**config.mk**
```make
export PLATFORM = sky130hd
export DESIGN_NAME = zx_ula
export DESIGN_NICKNAME = d
export VERILOG_FILES = /design/src/logic/ula_pkg.sv /design/src/logic/raster_timing.sv /design/src/logic/screen_fetch.sv /design/src/logic/frame_int.sv /design/src/logic/io_ports.sv /design/src/logic/zx_ula.sv
export SDC_FILE = /design/constraint.sdc
export NUM_CORES = 1
export LEC_CHECK = 0
export ABC_CLOCK_PERIOD_IN_PS = 2700
export BUFFER_PORTS_ARGS = -buffer_cell sky130_fd_sc_hd__buf_2
export CAP_MARGIN = 20
export CELL_PAD_IN_SITES_DETAIL_PLACEMENT = 0
export CELL_PAD_IN_SITES_GLOBAL_PLACEMENT = 1
export CORE_UTILIZATION = 38
export DETAILED_ROUTE_END_ITERATION = 8
export GPL_TIMING_DRIVEN = 0
export PLACE_DENSITY_LB_ADDON = 0.1
export SYNTH_ARGS = -nofsm -noshare
export SYNTH_HDL_FRONTEND = slang
export SYNTH_HIERARCHICAL = 1
export SYNTH_SLANG_ARGS = --single-unit
```
**constraint.sdc**
```tcl
create_clock -name clk14 -period 2.7 [get_ports clk14]
set_input_delay 0.405 -clock clk14 [delete_from_list [all_inputs] [get_ports clk14]]
set_output_delay 0.405 -clock clk14 [all_outputs]
set_load 0.02 [all_outputs]
```
**src/logic/ula_pkg.sv**
```systemverilog
package ula_pkg;

	// counter widths
	localparam int HC_W = 9;
	localparam int VC_W = 9;

	// visible area in pixels and lines
	localparam int H_AREA = 256;
	localparam int V_AREA = 192;

	// 128 timing, horizontal in pixels
	localparam int H_RBORDER_128 = 48;
	localparam int H_BLANK1_128 = 28;
	localparam int H_SYNC_128 = 33;
	localparam int H_BLANK2_128 = 43;
	// screen delay is taken off the left border where it is used
	localparam int H_LBORDER_128 = 48;
	localparam int H_TOTAL_128 = H_AREA + H_RBORDER_128 + H_BLANK1_128 + H_SYNC_128
		+ H_BLANK2_128 + H_LBORDER_128;

	// 128 timing, vertical in lines
	localparam int V_BBORDER_128 = 56;
	localparam int V_SYNC_128 = 8;
	localparam int V_TBORDER_128 = 55;
	localparam int V_TOTAL_128 = V_AREA + V_BBORDER_128 + V_SYNC_128 + V_TBORDER_128;

	// pentagon timing, horizontal in pixels
	localparam int H_RBORDER_PENT = 56;
	localparam int H_BLANK1_PENT = 16;
	localparam int H_SYNC_PENT = 33;
	localparam int H_BLANK2_PENT = 15;
	localparam int H_LBORDER_PENT = 72;
	localparam int H_TOTAL_PENT = H_AREA + H_RBORDER_PENT + H_BLANK1_PENT + H_SYNC_PENT
		+ H_BLANK2_PENT + H_LBORDER_PENT;

	// pentagon timing, vertical in lines
	localparam int V_BBORDER_PENT = 56;
	localparam int V_SYNC_PENT = 8;
	localparam int V_TBORDER_PENT = 64;
	localparam int V_TOTAL_PENT = V_AREA + V_BBORDER_PENT + V_SYNC_PENT + V_TBORDER_PENT;

	// interrupt window, line and pixel column range
	localparam int INT_V_128 = 248;
	localparam int INT_H_FROM_128 = 2;
	localparam int INT_H_TO_128 = 65;
	localparam int INT_V_PENT = 239;
	localparam int INT_H_FROM_PENT = 336;
	localparam int INT_H_TO_PENT = 408;

	// a port matches when every address bit under its mask is low
	localparam logic [15:0] PORT_FE = 16'h0001;
	localparam logic [15:0] PORT_7FFD = 16'h8002;
	// 7ffd also needs a14 or a13 high
	localparam logic [15:0] PORT_7FFD_HI = 16'h6000;
	localparam logic [15:0] PORT_KEMPSTON = 16'h00e0;

	typedef struct packed {
		logic [HC_W-1:0] hc;
		logic [VC_W-1:0] vc;
		logic pix_phase;
		logic hsync;
		logic vsync;
		logic blank;
		logic screen_load;
		logic screen_show;
		logic screen_update;
		logic border_update;
		logic line_end;
	} raster_t;

	typedef struct packed {
		logic [15:0] addr;
		logic [7:0] data;
		logic rd_n;
		logic wr_n;
		logic iorq_n;
		logic m1_n;
	} cpu_bus_t;

	typedef struct packed {
		logic rd;
		logic page;
		logic [14:0] addr;
	} vram_req_t;

	typedef struct packed {
		logic r;
		logic g;
		logic b;
		logic i;
		logic hsync;
		logic vsync;
		logic csync;
	} video_t;

	typedef struct packed {
		logic [2:0] border;
		logic vbank;
	} io_state_t;

endpackage

```
**src/logic/raster_timing.sv**
```systemverilog
`timescale 1ns/1ps

module raster_timing #(
	parameter int SCREEN_DELAY = 8
) (
	input logic clk14,
	input logic rst_n,
	input logic timing_sel,
	output ula_pkg::raster_t raster
);

	localparam int HW = ula_pkg::HC_W;
	localparam int VW = ula_pkg::VC_W;

	localparam logic [HW-1:0] H_AREA_W = HW'(ula_pkg::H_AREA);
	localparam logic [VW-1:0] V_AREA_W = VW'(ula_pkg::V_AREA);
	localparam logic [HW-1:0] SHOW_FROM = HW'(SCREEN_DELAY);
	localparam logic [HW-1:0] SHOW_TO = HW'(ula_pkg::H_AREA + SCREEN_DELAY);

	// 128 boundaries, right border widened by the screen delay
	localparam int HB_128_I = ula_pkg::H_AREA + ula_pkg::H_RBORDER_128 + SCREEN_DELAY;
	localparam int HS_128_I = HB_128_I + ula_pkg::H_BLANK1_128;
	localparam logic [HW:0] H_LAST_128 = (HW+1)'(2 * ula_pkg::H_TOTAL_128 - 1);
	localparam logic [HW-1:0] H_TOT_128 = HW'(ula_pkg::H_TOTAL_128);
	localparam logic [HW-1:0] HB_128 = HW'(HB_128_I);
	localparam logic [HW-1:0] HS_128 = HW'(HS_128_I);
	localparam logic [HW-1:0] HE_128 = HW'(HS_128_I + ula_pkg::H_SYNC_128);
	localparam logic [HW-1:0] HBE_128 =
		HW'(ula_pkg::H_TOTAL_128 - (ula_pkg::H_LBORDER_128 - SCREEN_DELAY));
	localparam logic [VW-1:0] V_LAST_128 = VW'(ula_pkg::V_TOTAL_128 - 1);
	localparam logic [VW-1:0] VS_128 = VW'(ula_pkg::V_AREA + ula_pkg::V_BBORDER_128);
	localparam logic [VW-1:0] VE_128 =
		VW'(ula_pkg::V_AREA + ula_pkg::V_BBORDER_128 + ula_pkg::V_SYNC_128);

	// pentagon boundaries
	localparam int HB_PENT_I = ula_pkg::H_AREA + ula_pkg::H_RBORDER_PENT + SCREEN_DELAY;
	localparam int HS_PENT_I = HB_PENT_I + ula_pkg::H_BLANK1_PENT;
	localparam logic [HW:0] H_LAST_PENT = (HW+1)'(2 * ula_pkg::H_TOTAL_PENT - 1);
	localparam logic [HW-1:0] H_TOT_PENT = HW'(ula_pkg::H_TOTAL_PENT);
	localparam logic [HW-1:0] HB_PENT = HW'(HB_PENT_I);
	localparam logic [HW-1:0] HS_PENT = HW'(HS_PENT_I);
	localparam logic [HW-1:0] HE_PENT = HW'(HS_PENT_I + ula_pkg::H_SYNC_PENT);
	localparam logic [HW-1:0] HBE_PENT =
		HW'(ula_pkg::H_TOTAL_PENT - (ula_pkg::H_LBORDER_PENT - SCREEN_DELAY));
	localparam logic [VW-1:0] V_LAST_PENT = VW'(ula_pkg::V_TOTAL_PENT - 1);
	localparam logic [VW-1:0] VS_PENT = VW'(ula_pkg::V_AREA + ula_pkg::V_BBORDER_PENT);
	localparam logic [VW-1:0] VE_PENT =
		VW'(ula_pkg::V_AREA + ula_pkg::V_BBORDER_PENT + ula_pkg::V_SYNC_PENT);

	// half-pixel counter, hc is its upper part
	logic [HW:0] hc0;
	logic [VW-1:0] vc;
	logic [HW-1:0] hc;
	logic [HW:0] h_last;
	logic [HW-1:0] h_total;
	logic [HW-1:0] h_blank_from;
	logic [HW-1:0] h_sync_from;
	logic [HW-1:0] h_sync_to;
	logic [HW-1:0] h_blank_to;
	logic [VW-1:0] v_last;
	logic [VW-1:0] v_sync_from;
	logic [VW-1:0] v_sync_to;
	logic v_sync_zone;
	logic cell_start;

	// timing_sel high picks the 128 timing
	always_comb begin
		if (timing_sel) begin
			h_last = H_LAST_128;
			h_total = H_TOT_128;
			h_blank_from = HB_128;
			h_sync_from = HS_128;
			h_sync_to = HE_128;
			h_blank_to = HBE_128;
			v_last = V_LAST_128;
			v_sync_from = VS_128;
			v_sync_to = VE_128;
		end else begin
			h_last = H_LAST_PENT;
			h_total = H_TOT_PENT;
			h_blank_from = HB_PENT;
			h_sync_from = HS_PENT;
			h_sync_to = HE_PENT;
			h_blank_to = HBE_PENT;
			v_last = V_LAST_PENT;
			v_sync_from = VS_PENT;
			v_sync_to = VE_PENT;
		end
	end

	always_ff @(posedge clk14 or negedge rst_n) begin
		if (!rst_n) begin
			hc0 <= '0;
			vc <= '0;
		end else if (raster.line_end) begin
			hc0 <= '0;
			if (vc == v_last)
				vc <= '0;
			else
				vc <= vc + 1'b1;
		end else begin
			hc0 <= hc0 + 1'b1;
		end
	end

	assign hc = hc0[HW:1];
	assign v_sync_zone = vc >= v_sync_from && vc < v_sync_to;
	// first half-pixel of each 8-pixel cell
	assign cell_start = hc0[3:0] == 4'b0000;

	assign raster.hc = hc;
	assign raster.vc = vc;
	assign raster.pix_phase = hc0[0];
	assign raster.line_end = hc0 == h_last;
	assign raster.hsync = hc >= h_sync_from && hc < h_sync_to;
	assign raster.vsync = v_sync_zone;
	assign raster.blank = v_sync_zone || (hc >= h_blank_from && hc < h_blank_to);
	assign raster.screen_load = vc < V_AREA_W && hc < H_AREA_W;
	assign raster.screen_show = vc < V_AREA_W && hc >= SHOW_FROM && hc < SHOW_TO;
	assign raster.screen_update = vc < V_AREA_W && hc <= H_AREA_W && hc != '0 && cell_start;
	// pentagon follows the border colour every clk14, 128 once per cell
	assign raster.border_update = !raster.screen_show && (!timing_sel || cell_start);

	hc_in_line: assert property (@(posedge clk14) disable iff (!rst_n) hc < h_total);

endmodule

```
**src/logic/screen_fetch.sv**
```systemverilog
`timescale 1ns/1ps

module screen_fetch #(
	parameter int SCREEN_DELAY = 8
) (
	input logic clk14,
	input logic rst_n,
	input ula_pkg::raster_t raster,
	input ula_pkg::io_state_t io,
	input logic flash,
	output ula_pkg::vram_req_t vram_req,
	input logic [7:0] vram_data,
	output ula_pkg::video_t video
);

	logic fetch_en;
	logic attr_read;
	logic bitmap_read;
	logic [14:0] bitmap_addr;
	logic [14:0] attr_addr;
	logic [7:0] attr_next;
	logic [7:0] bitmap_next;
	logic [7:0] attr;
	logic [7:0] bitmap;
	logic pixel;
	logic [2:0] grb;

	// no video memory reads in the first cycle out of reset
	always_ff @(posedge clk14 or negedge rst_n) begin
		if (!rst_n)
			fetch_en <= 1'b0;
		else
			fetch_en <= 1'b1;
	end

	// spectrum interleaved bitmap layout, attributes after it at 0x1800
	assign bitmap_addr = {2'b10, raster.vc[7:6], raster.vc[2:0], raster.vc[5:3], raster.hc[7:3]};
	assign attr_addr = {5'b10110, raster.vc[7:3], raster.hc[7:3]};

	assign vram_req.rd = raster.screen_load & fetch_en;
	assign vram_req.page = io.vbank;
	assign vram_req.addr = raster.pix_phase ? bitmap_addr : attr_addr;

	// attribute on even half-pixels, bitmap on odd
	assign attr_read = vram_req.rd & ~raster.pix_phase;
	assign bitmap_read = vram_req.rd & raster.pix_phase;

	always_ff @(posedge clk14) begin
		if (attr_read)
			attr_next <= vram_data;
		else if (!raster.screen_load)
			attr_next <= 8'hff;
		if (bitmap_read)
			bitmap_next <= vram_data;
	end

	// working attribute and pixel shifter
	always_ff @(posedge clk14 or negedge rst_n) begin
		if (!rst_n) begin
			attr <= '0;
			bitmap <= '0;
		end else begin
			if (raster.border_update)
				attr <= {2'b00, io.border, 3'b000};
			else if (raster.screen_update)
				attr <= attr_next;
			if (raster.screen_update)
				bitmap <= bitmap_next;
			else if (raster.pix_phase)
				bitmap <= {bitmap[6:0], 1'b0};
		end
	end

	assign pixel = bitmap[7];
	// flash swaps ink and paper
	assign grb = (pixel ^ (attr[7] & flash)) ? attr[2:0] : attr[5:3];

	always_ff @(posedge clk14 or negedge rst_n) begin
		if (!rst_n) begin
			video <= '0;
			video.csync <= 1'b1;
		end else if (raster.pix_phase) begin
			if (raster.blank) begin
				video.r <= 1'b0;
				video.g <= 1'b0;
				video.b <= 1'b0;
				video.i <= 1'b0;
			end else begin
				video.g <= grb[2];
				video.r <= grb[1];
				video.b <= grb[0];
				// bright black stays black
				video.i <= attr[6] & (|grb);
			end
			video.hsync <= raster.hsync;
			video.vsync <= raster.vsync;
			video.csync <= ~(raster.vsync ^ raster.hsync);
		end
	end

	rd_in_window: assert property (@(posedge clk14) disable iff (!rst_n)
		vram_req.rd |-> raster.screen_load);

endmodule

```
**src/logic/frame_int.sv**
```systemverilog
`timescale 1ns/1ps

module frame_int (
	input logic clk14,
	input logic rst_n,
	input logic timing_sel,
	input ula_pkg::raster_t raster,
	output logic n_int,
	output logic flash
);

	localparam int HW = ula_pkg::HC_W;
	localparam int VW = ula_pkg::VC_W;

	localparam logic [VW-1:0] INT_V_128 = VW'(ula_pkg::INT_V_128);
	localparam logic [HW-1:0] INT_FROM_128 = HW'(ula_pkg::INT_H_FROM_128);
	localparam logic [HW-1:0] INT_TO_128 = HW'(ula_pkg::INT_H_TO_128);
	localparam logic [VW-1:0] INT_V_PENT = VW'(ula_pkg::INT_V_PENT);
	localparam logic [HW-1:0] INT_FROM_PENT = HW'(ula_pkg::INT_H_FROM_PENT);
	localparam logic [HW-1:0] INT_TO_PENT = HW'(ula_pkg::INT_H_TO_PENT);

	logic in_window;
	logic n_int0;
	logic n_int_q;
	logic [4:0] frame_cnt;

	assign in_window = timing_sel ?
		raster.vc == INT_V_128 && raster.hc >= INT_FROM_128 && raster.hc <= INT_TO_128 :
		raster.vc == INT_V_PENT && raster.hc >= INT_FROM_PENT && raster.hc <= INT_TO_PENT;

	always_ff @(posedge clk14 or negedge rst_n) begin
		if (!rst_n) begin
			n_int0 <= 1'b1;
			n_int <= 1'b1;
			n_int_q <= 1'b1;
			frame_cnt <= '0;
		end else begin
			n_int0 <= ~in_window;
			n_int <= n_int0;
			n_int_q <= n_int;
			// one count per interrupt
			if (n_int_q && !n_int)
				frame_cnt <= frame_cnt + 1'b1;
		end
	end

	assign flash = frame_cnt[4];

endmodule

```
**src/logic/io_ports.sv**
```systemverilog
`timescale 1ns/1ps

module io_ports (
	input logic clk14,
	input logic rst_n,
	input ula_pkg::cpu_bus_t bus,
	input logic [4:0] kd,
	input logic tape_in,
	input logic [6:0] joy_n,
	output ula_pkg::io_state_t io,
	output logic [7:0] data_out,
	output logic data_oe,
	output logic beeper,
	output logic tape_out
);

	logic io_req;
	logic fe_hit;
	logic p7ffd_hit;
	logic kempston_hit;
	logic read_hit;
	logic kempston_sel;
	logic [4:0] port_fe;
	logic vbank;
	logic lock;
	logic [7:0] fe_data;
	logic [7:0] kempston_data;

	// iorq with m1 low is an interrupt acknowledge, not a port access
	assign io_req = !bus.iorq_n && bus.m1_n;

	assign fe_hit = io_req && (bus.addr & ula_pkg::PORT_FE) == '0;
	assign p7ffd_hit = io_req && (bus.addr & ula_pkg::PORT_7FFD) == '0
		&& (bus.addr & ula_pkg::PORT_7FFD_HI) != '0;
	assign kempston_hit = io_req && (bus.addr & ula_pkg::PORT_KEMPSTON) == '0;

	assign read_hit = !bus.rd_n && (fe_hit || kempston_hit);

	// fe keeps border, tape out and beeper bits only
	always_ff @(posedge clk14 or negedge rst_n) begin
		if (!rst_n)
			port_fe <= '0;
		else if (fe_hit && !bus.wr_n)
			port_fe <= bus.data[4:0];
	end

	// 7ffd is frozen once its lock bit is written
	always_ff @(posedge clk14 or negedge rst_n) begin
		if (!rst_n) begin
			vbank <= 1'b0;
			lock <= 1'b0;
		end else if (p7ffd_hit && !bus.wr_n && !lock) begin
			vbank <= bus.data[3];
			lock <= bus.data[5];
		end
	end

	// read strobe registered, bus driven one cycle after the request
	always_ff @(posedge clk14 or negedge rst_n) begin
		if (!rst_n) begin
			data_oe <= 1'b0;
			kempston_sel <= 1'b0;
		end else begin
			data_oe <= read_hit;
			kempston_sel <= !bus.rd_n && kempston_hit;
		end
	end

	assign fe_data = {1'b1, tape_in, 1'b1, kd};
	// joy_n is b3, b2, b1, up, down, left, right from the top
	assign kempston_data = {1'b0, ~joy_n};
	assign data_out = kempston_sel ? kempston_data : fe_data;

	assign io.border = port_fe[2:0];
	assign io.vbank = vbank;
	assign beeper = port_fe[4];
	assign tape_out = port_fe[3] ^ tape_in;

	oe_after_read: assert property (@(posedge clk14) disable iff (!rst_n)
		$rose(data_oe) |-> $past(read_hit));

endmodule

```
**src/logic/zx_ula.sv**
```systemverilog
`timescale 1ns/1ps

module zx_ula (
	input logic clk14,
	input logic rst_n,
	input logic timing_sel,
	input ula_pkg::cpu_bus_t bus,
	input logic [4:0] kd,
	input logic tape_in,
	input logic [6:0] joy_n,
	output ula_pkg::vram_req_t vram_req,
	input logic [7:0] vram_data,
	output ula_pkg::video_t video,
	output logic n_int,
	output logic [7:0] data_out,
	output logic data_oe,
	output logic beeper,
	output logic tape_out
);

	// pixels the picture lags behind the fetch
	localparam int SCREEN_DELAY = 8;

	ula_pkg::raster_t raster;
	ula_pkg::io_state_t io;
	logic flash;

	raster_timing #(
		.SCREEN_DELAY(SCREEN_DELAY)
	) u_raster (
		.clk14(clk14),
		.rst_n(rst_n),
		.timing_sel(timing_sel),
		.raster(raster)
	);

	screen_fetch #(
		.SCREEN_DELAY(SCREEN_DELAY)
	) u_fetch (
		.clk14(clk14),
		.rst_n(rst_n),
		.raster(raster),
		.io(io),
		.flash(flash),
		.vram_req(vram_req),
		.vram_data(vram_data),
		.video(video)
	);

	frame_int u_int (
		.clk14(clk14),
		.rst_n(rst_n),
		.timing_sel(timing_sel),
		.raster(raster),
		.n_int(n_int),
		.flash(flash)
	);

	io_ports u_io (
		.clk14(clk14),
		.rst_n(rst_n),
		.bus(bus),
		.kd(kd),
		.tape_in(tape_in),
		.joy_n(joy_n),
		.io(io),
		.data_out(data_out),
		.data_oe(data_oe),
		.beeper(beeper),
		.tape_out(tape_out)
	);

endmodule

```
==> metrics list <==
* Remaining number of nets flagged by the antenna check after routing: 0
- CTS buffer count: 9
- Total half-perimeter wirelength after legalization and detailed placement: 6.326 mm
- The run finished with clean final reports.
* Setup repair after global routing missed its margin: false
- Clock tree from TritonCTS: yes
- Routed Wire Length: 8.903 mm
* Net switching power: 1.445 mW
- After the last flow step, the layout net total stands at 524.
- Total of max-cap violations: 0
* Min-Delay Path Class: in2async
- After detailed routing, the number of vias per cell comes to 5.017.
- Chip width: 104.4 um
* Lkg Pwr: 2.058 nW
* Crit path time final: 2.590 ns
* Critical path class: reg2reg
- Leaving out fill and tap cells, the most frequent cell in the layout is sky130_fd_sc_hd__buf_2.
* Overall track demand over capacity in global routing: 16.73%
* Layout fillers: 941
* Starting utilization of the core area: 39.99%
- TritonCTS sink count: 76
* Worst EP arrival: 2.84 ns
* Initial antenna violation count: 0
* Cell area reported after detailed placement: 0.004547 sq mm
- Maximum number of pins on one net before global-route repair: 37
* Clock root buffer: sky130_fd_sc_hd__clkbuf_8
- Detailed-route via count: 3000
- Layout cells sized above 1: 33.76%
- Number of buffers added to fix hold violations after cts: 0
* Endpoint kind of the worst setup timing path: flip-flop
* Area of the die: 0.01089 sq mm
- Area overhead of the layout relative to synthesis: 19.74%
- Data on the critical path is required at its endpoint by 2.95 ns.
- Wire length of the first global-routing pass: 14.32 mm
- Gpl congestion: 0.7663
- 0 antenna diodes ended up in the layout.
* Row cnt: 36
- Relative contribution of sequential cells to total power: 45.8%
* Post-CTS clock slew at the launch and capture registers of the worst setup and hold paths: 0.10 ns
- Worst vdd ir: 0.0002718 V
- Registers take 0.001988 sq mm.
- Yosys warning total: 6
- Mapped cell area: 0.003981 sq mm
- Of the available clock period, the critical path in the final layout requires 95.92%.
* Slew @ Worst Pin: 0.8514 ns
- Number of DRC markers in iteration 0: 135
* Finished Core Util: 47.89%
- In the final routed layout, each cell accounts on average for 14.89 um.
* Fraction of power spent switching nets: 38.19%
- Count of cells along the worst register-to-register path: 9
- Internal: 2.339 mW
* Worst slew margin relative to its limit: 43.24%
- Average cell area after synthesis: 10.76 sq um
- The final-report hold violation count is 0.
- Insertion delay to the later sink of the worst-skew pair: 0.36 ns
* Top fanout value on the critical path: 9
- The setup check on the worst reg-to-reg path leaves a slack of 0.11 ns.
- Once layout is done, the placed cells without fillers occupy 0.004767 sq mm.
- For this run, design rule violations remaining after detail routing come to 0.
- The first detailed-routing pass ran for 4 iterations.
* Fraction of power consumed by the clock network: 22.5%
- Post-Route Skew: 0.01195 ns
* Final setup viols: 0
- The number of global-route vias before repair is 2824.
- Clock Tree Buf Depth: 2
- Per report_power, the combinational group accounts for 31.7% of the total.
- Top-Level Pins: 88
* Pwr Density: 793.6 mW/mm^2
- Timing would allow up to 0.3861 GHz.
* Gr ovfl total: 0
* Number of cells produced by synthesis: 370
- During placement, the flow inserted port buffers numbering 75.
- CTS built an H-tree with a depth of 3.
* Max-slew violations: 0
* CORE AREA: 0.009955 sq mm
* Setup TNS: 0 ns
- Measured along the y axis, the die boundary spans 104.4 um.
* Multi-input gate area: 0.001734 sq mm
* Most frequent cells in the layout: sky130_fd_sc_hd__buf_2 (78), sky130_fd_sc_hd__dfrtp_1 (55), sky130_fd_sc_hd__nand2_1 (29), sky130_fd_sc_hd__o21ai_0 (24)
- CP Launch Type: flip-flop
-- flip-flops by register name (all words and copies together), names as in the netlist, 5 cells and up --
signal,flops
u_fetch/bitmap,8
u_fetch/attr,8
u_fetch/video,7
u_raster/hc0,10
u_int/frame_cnt,5
u_raster/vc,9
u_io/port_fe,5
u_fetch/attr_next,8
u_fetch/bitmap_next,8
-- power groups by stage --
stage / registers (mW) / logic [mW] / clock network, mW
finish: 1.73 / 1.20 / 0.852
global route: 1.78 / 1.32 / 0.916
CTS: 1.72 / 1.17 / 0.877
detailed placement: 1.72 / 1.19 / 0
global placement: 1.72 / 1.16 / 0
floorplan: 1.67 / 0.840 / 0
-- worst paths after layout --
| path | startpoint | end |
|---|---|---|
| max | u_raster/hc0[4]$_DFF_PN0_ | u_fetch/video[3]$_DFFE_PN0P_ |
| min | rst_n | u_fetch/bitmap[6]$_DFFE_PN0P_ |
| max reg2reg | u_raster/hc0[4]$_DFF_PN0_ | u_fetch/video[3]$_DFFE_PN0P_ |
| min reg2reg | u_int/n_int0$_DFF_PN1_ | u_int/n_int$_DFF_PN1_ |
| max in group asynchronous | rst_n | u_fetch/video[0]$_DFFE_PN1P_ |
| min in group clk14 | vram_data[4] | u_fetch/bitmap_next[4]$_DFFE_PP_ |
-- layout make-up --
class                           instances  area share [%]
Buffer                                 28           4.226
Inverter                               16           1.312
Tap cell                              133           3.491
Clock buffer                            9           2.598
Clock inverter                          7           1.365
Timing Repair Buffer                   80           8.924
Sequential cell                        76           41.71
Multi-Input combinational cell        249           36.38
-- what timing repair did --
action	4_1_cts	5_1_grt
resized for setup	1	4
setup buffers	0	4
endpoints found under the setup margin	11	17
pin swaps	0	0
-- metrics by stage --
step                cells  worst slack (ns)  hold slack (ns)  power (mW)
floorplan             371            0.1327           0.1094       2.509
global route          598           0.01096           0.2052       4.018
detailed placement    580           -0.2547           0.3468       2.910
global placement      579           -0.2154           0.3481       2.875
CTS                   595           0.03877           0.1732       3.765
finish                598            0.1102           0.1470       3.783
-- worst max-delay path: stages, from the launching register on --
cell and delay [ns]:
sky130_fd_sc_hd__dfrtp_2 0.47, sky130_fd_sc_hd__inv_1 0.07, sky130_fd_sc_hd__ha_1 0.29, sky130_fd_sc_hd__or4b_2 0.57
sky130_fd_sc_hd__a21boi_0 0.21, sky130_fd_sc_hd__o2111ai_1 0.17, sky130_fd_sc_hd__a21oi_2 0.20, sky130_fd_sc_hd__nand3b_1 0.14
sky130_fd_sc_hd__nor2_1 0.06, sky130_fd_sc_hd__a221o_1 0.31
-- per-layer routing --
layer / global-route usage [%] / part of all wire, %
met1: 22.89 / 49
met2: 25.88 / 45
met3: 4.637 / 5.3
met4: 4.592 / 0.71
met5: 0 / 0
Power figures use the tool's default switching activity.
